$ cat config.mk
export PLATFORM = sky130hd
export DESIGN_NAME = histTop
export DESIGN_NICKNAME = d
export VERILOG_FILES = /design/src/design/histPkg.sv /design/src/design/histRam.sv /design/src/design/histCtrl.sv /design/src/design/histWbSlave.sv /design/src/design/histTop.sv
export SDC_FILE = /design/constraint.sdc
export NUM_CORES = 1
export LEC_CHECK = 0
export ABC_AREA = 1
export BUFFER_PORTS_ARGS = -buffer_cell sky130_fd_sc_hd__clkbuf_2
export CAP_MARGIN = 0
export CORE_MARGIN = 4
export CORE_UTILIZATION = 55
export DETAILED_ROUTE_END_ITERATION = 12
export PLACE_DENSITY = 0.71
export SLEW_MARGIN = 30
export SYNTH_ARGS = -nofsm -noshare
export SYNTH_HDL_FRONTEND = slang
export SYNTH_HIERARCHICAL = 1
export SYNTH_SLANG_ARGS = --single-unit
$ cat constraint.sdc
create_clock -name clk -period 5.5 [get_ports clk]
set_input_delay 0.825 -clock clk [delete_from_list [all_inputs] [get_ports clk]]
set_output_delay 0.825 -clock clk [all_outputs]
set_load 0.02 [all_outputs]
$ cat src/design/histPkg.sv
package histPkg;

    // histogram geometry
    localparam int BIN_BITS = 6;
    localparam int NUM_BINS = 64;
    localparam int COUNT_BITS = 8;      // counts saturate at 255

    // acquisition length in accepted events
    localparam int TARGET_BITS = 16;

    // wishbone bus widths
    localparam int WB_ADR_BITS = 8;
    localparam int WB_DATA_BITS = 16;

    // register map, word addresses
    localparam logic [WB_ADR_BITS-1:0] ADR_CTRL = 8'd0;     // bit 0 starts a run
    localparam logic [WB_ADR_BITS-1:0] ADR_STATUS = 8'd1;   // {done, busy}
    localparam logic [WB_ADR_BITS-1:0] ADR_TARGET = 8'd2;

    // bin k sits at ADR_BIN_BASE + k
    localparam logic [WB_ADR_BITS-1:0] ADR_BIN_BASE = 8'd64;

    // acquisition controller states
    typedef enum logic [1:0] {
        stIdle  = 2'd0,     // waiting for start
        stClear = 2'd1,     // zero sweep over all bins
        stCount = 2'd2,     // event read-modify-write
        stDone  = 2'd3      // histogram ready for readout
    } CtrlState;

endpackage

$ cat src/design/histRam.sv
`timescale 1ns/1ps

module histRam (
    input  logic                            clk,
    input  logic                            wEnable,
    input  logic [histPkg::BIN_BITS-1:0]    waddr,
    input  logic [histPkg::COUNT_BITS-1:0]  newCounts,
    input  logic                            rEnable,
    input  logic [histPkg::BIN_BITS-1:0]    raddr,
    output logic [histPkg::COUNT_BITS-1:0]  counts
);

    logic [histPkg::COUNT_BITS-1:0] mem [histPkg::NUM_BINS];  // one count per bin

    // port A, write only
    always_ff @(posedge clk) begin
        if (wEnable) begin
            mem[waddr] <= newCounts;
        end
    end

    // port B, registered read
    // a read of the address being written returns the old count
    always_ff @(posedge clk) begin
        if (rEnable) begin
            counts <= mem[raddr];
        end
    end

endmodule

$ cat src/design/histCtrl.sv
`timescale 1ns/1ps

module histCtrl (
    input  logic                            clk,
    input  logic                            res,
    input  logic                            startPulse,
    input  logic [histPkg::TARGET_BITS-1:0] acqTarget,
    input  logic                            eventValid,
    input  logic [histPkg::BIN_BITS-1:0]    eventBin,
    output logic                            eventReady,
    input  logic [histPkg::COUNT_BITS-1:0]  counts,
    output logic                            wEnable,
    output logic [histPkg::BIN_BITS-1:0]    waddr,
    output logic [histPkg::COUNT_BITS-1:0]  newCounts,
    output logic                            rEnable,
    output logic [histPkg::BIN_BITS-1:0]    raddr,
    output logic                            busy,
    output logic                            done
);

    histPkg::CtrlState state;
    histPkg::CtrlState nextState;

    logic [histPkg::BIN_BITS-1:0]    clrAddr;       // clear sweep pointer
    logic [histPkg::TARGET_BITS-1:0] acceptCnt;     // events taken this run
    logic                            targetReached;
    logic                            accept;

    // write stage, one edge behind the read
    logic                            pending;       // write due this cycle
    logic [histPkg::BIN_BITS-1:0]    pendBin;

    // last write, kept for back-to-back hits on one bin
    logic                            fwdValid;
    logic [histPkg::BIN_BITS-1:0]    fwdBin;
    logic [histPkg::COUNT_BITS-1:0]  fwdCount;

    logic [histPkg::COUNT_BITS-1:0]  baseCount;
    logic [histPkg::COUNT_BITS-1:0]  incCount;

    assign targetReached = (acceptCnt >= acqTarget);
    assign eventReady = (state == histPkg::stCount) && !targetReached;
    assign accept = eventValid && eventReady;

    assign busy = (state == histPkg::stClear) || (state == histPkg::stCount);
    assign done = (state == histPkg::stDone);

    // read side of the read-modify-write
    assign rEnable = accept;
    assign raddr = eventBin;

    // memory still holds the old value when the previous write hit this bin
    assign baseCount = (fwdValid && (fwdBin == pendBin)) ? fwdCount : counts;
    assign incCount = (baseCount == '1) ? baseCount : baseCount + 1'b1;  // saturate

    // write side, zeros during the sweep
    always_comb begin
        if (state == histPkg::stClear) begin
            wEnable = 1'b1;
            waddr = clrAddr;
            newCounts = '0;
        end else begin
            wEnable = pending;
            waddr = pendBin;
            newCounts = incCount;
        end
    end

    always_comb begin
        nextState = state;
        case (state)
            histPkg::stIdle: begin
                if (startPulse) begin
                    nextState = histPkg::stClear;
                end
            end
            histPkg::stClear: begin
                if (clrAddr == histPkg::BIN_BITS'(histPkg::NUM_BINS - 1)) begin
                    nextState = histPkg::stCount;
                end
            end
            histPkg::stCount: begin
                // last write lands on the same edge that leaves count
                if (targetReached) begin
                    nextState = histPkg::stDone;
                end
            end
            histPkg::stDone: begin
                if (startPulse) begin
                    nextState = histPkg::stClear;
                end
            end
            default: nextState = histPkg::stIdle;
        endcase
    end

    always_ff @(posedge clk or negedge res) begin
        if (!res) begin
            state <= histPkg::stIdle;
            clrAddr <= '0;
            acceptCnt <= '0;
            pending <= 1'b0;
            fwdValid <= 1'b0;
        end else begin
            state <= nextState;

            if (state == histPkg::stClear) begin
                clrAddr <= clrAddr + 1'b1;  // wraps to 0 after the last bin
            end else begin
                clrAddr <= '0;
            end

            if (state == histPkg::stClear) begin
                acceptCnt <= '0;
            end else if (accept) begin
                acceptCnt <= acceptCnt + 1'b1;
            end

            pending <= accept;
            fwdValid <= pending;
        end
    end

    // pipeline payload
    always_ff @(posedge clk) begin
        if (accept) begin
            pendBin <= eventBin;
        end
        if (pending) begin
            fwdBin <= pendBin;
            fwdCount <= incCount;
        end
    end

endmodule

$ cat src/design/histWbSlave.sv
`timescale 1ns/1ps

module histWbSlave (
    input  logic                             clk,
    input  logic                             res,
    input  logic                             wbCyc,
    input  logic                             wbStb,
    input  logic                             wbWe,
    input  logic [histPkg::WB_ADR_BITS-1:0]  wbAdr,
    input  logic [histPkg::WB_DATA_BITS-1:0] wbDatIn,
    output logic [histPkg::WB_DATA_BITS-1:0] wbDatOut,
    output logic                             wbAck,
    output logic                             startPulse,
    output logic [histPkg::TARGET_BITS-1:0]  acqTarget,
    input  logic                             busy,
    input  logic                             done,
    output logic [histPkg::BIN_BITS-1:0]     binAddr,
    output logic                             binReadEnable,
    input  logic [histPkg::COUNT_BITS-1:0]   counts
);

    logic request;      // new transfer, not yet acknowledged
    logic isBin;
    logic regAccess;    // one-cycle ack path
    logic readPending;  // memory read in flight

    assign request = wbCyc && wbStb && !wbAck;
    assign isBin = (wbAdr >= histPkg::ADR_BIN_BASE) &&
                   (wbAdr < histPkg::ADR_BIN_BASE + histPkg::NUM_BINS);

    // bin window writes take the register path and are dropped
    assign regAccess = request && (!isBin || wbWe);

    assign binAddr = histPkg::BIN_BITS'(wbAdr - histPkg::ADR_BIN_BASE);

    // the read port belongs to the controller while busy, so hold off
    assign binReadEnable = request && isBin && !wbWe && !busy && !readPending;

    always_ff @(posedge clk or negedge res) begin
        if (!res) begin
            wbAck <= 1'b0;
            startPulse <= 1'b0;
            acqTarget <= '0;
            readPending <= 1'b0;
        end else begin
            wbAck <= 1'b0;
            startPulse <= 1'b0;

            if (readPending) begin
                wbAck <= 1'b1;          // count arrived this cycle
                readPending <= 1'b0;
            end else if (regAccess) begin
                wbAck <= 1'b1;
                if (wbWe) begin
                    if (wbAdr == histPkg::ADR_CTRL) begin
                        startPulse <= wbDatIn[0];
                    end
                    if (wbAdr == histPkg::ADR_TARGET) begin
                        acqTarget <= wbDatIn[histPkg::TARGET_BITS-1:0];
                    end
                end
            end else if (binReadEnable) begin
                readPending <= 1'b1;
            end
        end
    end

    // read data, valid with the ack
    always_ff @(posedge clk) begin
        if (readPending) begin
            wbDatOut <= histPkg::WB_DATA_BITS'(counts);
        end else if (regAccess && !wbWe) begin
            case (wbAdr)
                histPkg::ADR_STATUS: wbDatOut <= histPkg::WB_DATA_BITS'({done, busy});
                histPkg::ADR_TARGET: wbDatOut <= histPkg::WB_DATA_BITS'(acqTarget);
                default:             wbDatOut <= '0;   // ctrl reads back zero
            endcase
        end
    end

endmodule

$ cat src/design/histTop.sv
`timescale 1ns/1ps

module histTop (
    input  logic                             clk,
    input  logic                             res,
    input  logic                             wbCyc,
    input  logic                             wbStb,
    input  logic                             wbWe,
    input  logic [histPkg::WB_ADR_BITS-1:0]  wbAdr,
    input  logic [histPkg::WB_DATA_BITS-1:0] wbDatIn,
    output logic [histPkg::WB_DATA_BITS-1:0] wbDatOut,
    output logic                             wbAck,
    input  logic                             eventValid,
    input  logic [histPkg::BIN_BITS-1:0]     eventBin,
    output logic                             eventReady
);

    logic                            startPulse;
    logic [histPkg::TARGET_BITS-1:0] acqTarget;
    logic                            busy;
    logic                            done;

    logic                            wEnable;
    logic [histPkg::BIN_BITS-1:0]    waddr;
    logic [histPkg::COUNT_BITS-1:0]  newCounts;
    logic [histPkg::COUNT_BITS-1:0]  counts;

    // read port B, shared
    logic                            ctrlREnable;
    logic [histPkg::BIN_BITS-1:0]    ctrlRaddr;
    logic                            binReadEnable;
    logic [histPkg::BIN_BITS-1:0]    binAddr;
    logic                            rEnable;
    logic [histPkg::BIN_BITS-1:0]    raddr;

    // controller owns port B for the whole run
    assign rEnable = busy ? ctrlREnable : binReadEnable;
    assign raddr = busy ? ctrlRaddr : binAddr;

    histCtrl uCtrl (
        .clk        (clk),
        .res        (res),
        .startPulse (startPulse),
        .acqTarget  (acqTarget),
        .eventValid (eventValid),
        .eventBin   (eventBin),
        .eventReady (eventReady),
        .counts     (counts),
        .wEnable    (wEnable),
        .waddr      (waddr),
        .newCounts  (newCounts),
        .rEnable    (ctrlREnable),
        .raddr      (ctrlRaddr),
        .busy       (busy),
        .done       (done)
    );

    histRam uRam (
        .clk        (clk),
        .wEnable    (wEnable),
        .waddr      (waddr),
        .newCounts  (newCounts),
        .rEnable    (rEnable),
        .raddr      (raddr),
        .counts     (counts)
    );

    histWbSlave uWb (
        .clk           (clk),
        .res           (res),
        .wbCyc         (wbCyc),
        .wbStb         (wbStb),
        .wbWe          (wbWe),
        .wbAdr         (wbAdr),
        .wbDatIn       (wbDatIn),
        .wbDatOut      (wbDatOut),
        .wbAck         (wbAck),
        .startPulse    (startPulse),
        .acqTarget     (acqTarget),
        .busy          (busy),
        .done          (done),
        .binAddr       (binAddr),
        .binReadEnable (binReadEnable),
        .counts        (counts)
    );

endmodule

==> impl_metrics.ini, run 1 <==
[outcome]
status = finished clean

[yosys]
synth-edff-count = 548
yosys_warnings = 6
synth.yosys.seq_area_share = 0.672
synth_nets = 2511
synth_seq_cells = 601
synth_top_area_frac = 0.623
synthTopCellsByArea = edfxtp_1, nand2_1, nand3_1, dfrtp_1, buf_6
synth_area_leader_cell = edfxtp_1
syn_area_sq_um = 26400
ys_types = 41
ys.flop_type = edfxtp_1
synthArstFlopShare = 0.0749
synth_area_per_cell_sq_um = 10.8
synthCells = 2452

[sta]
fin_skew_ps = 27.4
hold_slack_ps = 113
fin_crit_ps = 3980
tns_ps = 0
hold_viol_final = 0
slew_headroom = 0.267
fin_crit_sh = 0.724
fmax_mhz = 251
worst_pin_slew_ps = 1090
grt_setup_unrepaired = false
setup_viol = 0
drv_slew = 0

[clock_tree]
cts_root_buf = clkbuf_16
cts_resized = 0
clock_latency_ps = 640
cts-buffers-inserted = 59
htreeDepth = 2
clkSinkCount = 601
hold_buffers = 0
post_cts_buffers = 0
cts.clk_slew.worst_paths_ps = 60
cts_buffer_depth = 3
cts_tree = done

[power]
swShare = 0.417
p_switching_mw = 6.86
p_clk_frac = 0.246
internal_power_mw = 9.59
p_leak_nw = 11.2
combPwrFrac = 0.412
ir_drop_v = 0.000480
power_mw = 16.4
powerDensity_nw_per_um2 = 570
pwr-share-seq = 0.342

[setup_path]
critPathKind = reg -> reg
critical_path_depth = 8
arrival_ps = 4250
cpPeakStageDelay_ps = 890
cp_max_fo = 23
cp-end-kind = register
cp_top_family = simple AND/OR/NAND/NOR gates
rr_worst_depth = 8
worst-path-buf-inv = 3
worstPathCellList = inv_1, ha_1, inv_1, buf_4, nor2_1, a21oi_1, nand4_1, nor2_1
worst_path_max_delay_cell = nor2_1
cp_data_required_time_ps = 5760
r2r_setup_slack_ps = 1520
startpoint_type = register

[cells_and_area]
antenna_cells = 0
nNetsFinal = 2525
syn2layout_area_growth_pct = 9.23
final_layout_size_suffix_gt1_frac = 0.0922
final_area_sq_um = 28900
post-route-util = 0.606

[place]
placed_cell_area_sq_um = 26900
gp_congestion = 0.914
io_buffers = 53
dp_hpwl_um = 41000

[floorplan]
dieWidth_um = 227
start_util = 0.554
die_area_sq_um = 51600
core_area_sq_um = 47600
die_y_um = 227
ioPinCount = 54
rows = 80

[routing]
wirelength_um = 66300
routed_via_density = 5.86
vias = 18400
drc = 0
wl_per_cell_um = 21.2
drt-initial-drc-count = 2266
ant_nets = 0
first_pass_iters = 6

[global_route]
grt_max_degree = 145
grt_pass1_vias = 17800
overflow = 0
antenna_found_initial = 0
track_usage = 0.258
grt_pass1_wl_um = 102000

[worst_hold_path]
hp-class = in -> async

[flow_run]
max_cap_violations = 0
==> logic make-up (layout without fill, tap and decap cells) <==
| kind of cell | after synthesis | in the layout | synth area share |
|---|---|---|---|
| adders and majority gates | 23 | 23 | 0.0109 |
| and+or+nand+nor | 1527 | 1527 | 0.251 |
| xor gates and xnor gates | 9 | 9 | 0.00298 |
| buffers and inverters | 238 | 301 | 0.0525 |
| AOI/OAI and AO/OA | 54 | 54 | 0.0107 |
| DFF | 601 | 601 | 0.672 |
==> cells in the mapped netlist (3+ instances only) <==
library cell and count:
ha_1 23, a21oi_1 25, xor2_1 9, inv_2 11, nor2_1 96, edfxtp_1 548, dfxtp_1 8, inv_1 85
nand4_1 13, dfrtp_1 45, nand2_1 865, clkbuf_1 19, buf_6 40, o21ai_0 19, nand3b_1 7, nand2_2 8
nor4_1 10, nor2_4 5, nor3_1 12, o21ai_1 4, buf_4 30, nor2_2 5, buf_2 39, buf_1 10
nand3_1 492, nand3_2 3
==> flip-flops by register name, indices dropped and copies added (netlist names), 2 cells and up <==
name             count
uRam/mem           512
uCtrl/acceptCnt     16
uWb/acqTarget       16
uWb/wbDatOut        16
uCtrl/fwdCount       8
uRam/counts          8
uCtrl/clrAddr        6
uCtrl/fwdBin         6
uCtrl/pendBin        6
uCtrl/state          2
==> worst paths after layout <==
path / startpoint / end
worst max-delay path: uCtrl/state[1]$_DFFE_PN0P_ / uRam/mem[17][2]$_DFFE_PP_
worst min-delay path: res / uWb/acqTarget[12]$_DFFE_PN0P_
worst max register to register: uCtrl/state[1]$_DFFE_PN0P_ / uRam/mem[17][2]$_DFFE_PP_
worst min register to register: uCtrl/pendBin[3]$_DFFE_PP_ / uCtrl/fwdBin[3]$_DFFE_PP_
max in group asynchronous: res / uCtrl/acceptCnt[11]$_DFFE_PN0P_
min in group clk: eventBin[4] / uCtrl/pendBin[4]$_DFFE_PP_
==> placed cells by master, fill, tap and decap left out, types with 19 or more instances in the layout <==
cell / netlist / layout
nand2_1: 865 / 862
buf_4: 30 / 34
clkbuf_16: 0 / 60
a21oi_1: 25 / 23
clkbuf_2: 0 / 53
dfrtp_1: 45 / 45
edfxtp_1: 548 / 548
nor2_1: 96 / 94
inv_1: 85 / 81
ha_1: 23 / 23
nand3_1: 492 / 492
clkinv_1: 0 / 19
==> worst reg2reg max path, cell delays in order, from the launching register on <==
cell	delay, ps
dfrtp_1	390
inv_1	90
ha_1	300
inv_1	90
buf_4	290
nor2_1	110
a21oi_1	600
nand4_1	860
nor2_1	900
==> per-layer routing <==
metal  GRT usage  wire, um
met4       0.101      2830
met3      0.0494      6140
met2       0.416     31300
met1       0.353     26100
met5           0         0
==> layout make-up <==
class	instances	area, sq um
clock buffers	68	1530
fillers	3807	18800
repair buffers	93	634
clock inverters	42	418
flip-flops and latches	601	17700
inverters	98	387
multi-input cells	1613	7370
well taps	615	769
==> through the flow <==
stage | worst slack, ps | std cells
detailed placement | 1640 | 3020
global route | 1340 | 3130
CTS | 1650 | 3130
floorplan | 1320 | 2452
finish | 1520 | 3130
global placement | 1720 | 3018
==> power by group through the flow <==
stage                     clock network [mW]  logic (mW)  registers, mW
after floorplan                            0        4.92           5.74
after global placement                     0        6.57           5.71
after detailed placement                   0        6.62           5.72
after CTS                               4.10        6.67           5.62
after global routing                    4.33        7.38           5.63
final                                   4.05        6.78           5.62
(Power assumes the default switching activity.)
==> inputs of run 2 (changes only) <==
==> constraint.sdc (replaced) <==
create_clock -name clk -period 3.7 [get_ports clk]
set_input_delay 0.555 -clock clk [delete_from_list [all_inputs] [get_ports clk]]
set_output_delay 0.555 -clock clk [all_outputs]
set_load 0.02 [all_outputs]
==> run 2 against run 1 <==
Routed wire length decreased by 4.8%. Highest routed layer is now met5. Largest power group unchanged. Clock-buffer cell count rose by 9. Hold slack lost 79 ps. Flip-flop and latch count stayed put.
==> impl_metrics.ini, run 2 (same netlist as run 1, synthesis figures left out) <==
[power]
ir_drop_v = 0.000732
pwr-share-seq = 0.345
p_clk_frac = 0.227
powerDensity_nw_per_um2 = 827
p_switching_mw = 9.98
p_leak_nw = 11.4
power_mw = 24.2
combPwrFrac = 0.428
internal_power_mw = 14.2
swShare = 0.413

[place]
place_inst = 3081
io_buffers = 53
placed_cell_area_sq_um = 27500
dp_slack_ps = 522
gp_congestion = 0.941
dp_hpwl_um = 39100

[routing]
ant_nets = 0
first_pass_iters = 5
vias = 18100
wl_per_cell_um = 19.8
drt-initial-drc-count = 2104
drc = 0
wirelength_um = 63200
routed_via_density = 5.69

[setup_path]
cp_top_family = simple AND/OR/NAND/NOR gates
crit_top_cell = nand2_1
cp-end-kind = register
cp_data_required_time_ps = 4140
cpPeakStageDelay_ps = 450
worstPathCellList = inv_1, nand2_1, nand2_1, nand3_2, nor2_4, o21ai_1, inv_1, ha_1, nand2_2, nor2_8, nand3_4, nand3_2, nand2_1, inv_2, buf_12
startpoint_type = register
cp_max_fo = 33
worst_path_max_delay_cell = edfxtp_1
worst-path-buf-inv = 4
critPathKind = reg -> reg
arrival_ps = 3650

[sta]
setup_viol = 0
fin_crit_ps = 3210
grt_setup_unrepaired = false
layout_setup_ws_ps = 491
hold_viol_final = 0
fin_crit_sh = 0.867
fin_skew_ps = 29.0
worst_pin_slew_ps = 903
tns_ps = 0
drv_slew = 0
fmax_mhz = 312
hold_slack_ps = 34.8
slew_headroom = 0.398

[floorplan]
dieWidth_um = 227
core_area_sq_um = 47600
die_area_sq_um = 51600
ioPinCount = 54
start_util = 0.554
rows = 80
die_y_um = 227

[global_route]
grt_max_degree = 112
grt_pass1_vias = 17600
track_usage = 0.245
antenna_found_initial = 1
overflow = 0
grt_pass1_wl_um = 98200

[clock_tree]
clock_latency_ps = 620
hold_buffers = 0
cts_root_buf = clkbuf_16
clkSinkCount = 601
cts_buffer_depth = 3
htreeDepth = 2
post_cts_buffers = 0
cts-buffers-inserted = 59
cts_resized = 0
cts.clk_slew.worst_paths_ps = 60
cts_tree = done

[cells_and_area]
largest_reg_flops = 512
syn2layout_area_growth_pct = 10.6
final_layout_size_suffix_gt1_frac = 0.110
post-route-util = 0.613
layout_commonest_cell = nand2_1
regMostFlops = uRam/mem
fin_cells = 3187
antenna_cells = 0
final_area_sq_um = 29200
final_cell_mix = nand2_1, edfxtp_1, nand3_1, nor2_1, buf_4
nNetsFinal = 2586

[outcome]
status = finished clean

[flow_run]
max_cap_violations = 0

[worst_hold_path]
hp-class = in -> async
-- run 2: final timing paths --
path,start,end,slack (ps),depth (start not counted)
max in group asynchronous,res,uCtrl/acceptCnt[11]$_DFFE_PN0P_,3220,2
setup reg to reg,uCtrl/pendBin[1]$_DFFE_PP_,uRam/mem[13][5]$_DFFE_PP_,490,15
hold / removal,res,uWb/readPending$_DFF_PN0_,30,2
min in group clk,eventBin[0],uCtrl/pendBin[0]$_DFFE_PP_,160,1
setup / recovery,uCtrl/pendBin[1]$_DFFE_PP_,uRam/mem[13][5]$_DFFE_PP_,490,15
hold reg to reg,uCtrl/pendBin[2]$_DFFE_PP_,uCtrl/fwdBin[2]$_DFFE_PP_,480,0
-- run 2: per-layer routing --
metal,share of wire,vias up,global-route usage
li1,-,8546,-
met1,0.40,8673,0.334
met2,0.48,800,0.405
met3,0.087,116,0.0499
met4,0.027,2,0.0716
met5,0.00017,-,0
-- run 2: layout make-up --
class                      count  area (sq um)
clock buffer                  77          1560
tap                          615           769
timing repair buffer         154          1220
clock inverter                29           184
inverter                      98           379
sequential                   601         17700
multi-input combinational   1613          7370
fill                        3745         18400
-- run 2: power by group through the flow --
stage | Sequential [mW] | Clock [mW] | Combinational (mW)
after floorplan | 8.51 | 0 | 7.32
after global placement | 8.48 | 0 | 9.98
after detailed placement | 8.49 | 0 | 10.2
after CTS | 8.35 | 5.60 | 10.2
after global routing | 8.36 | 5.91 | 11.3
final | 8.35 | 5.50 | 10.3
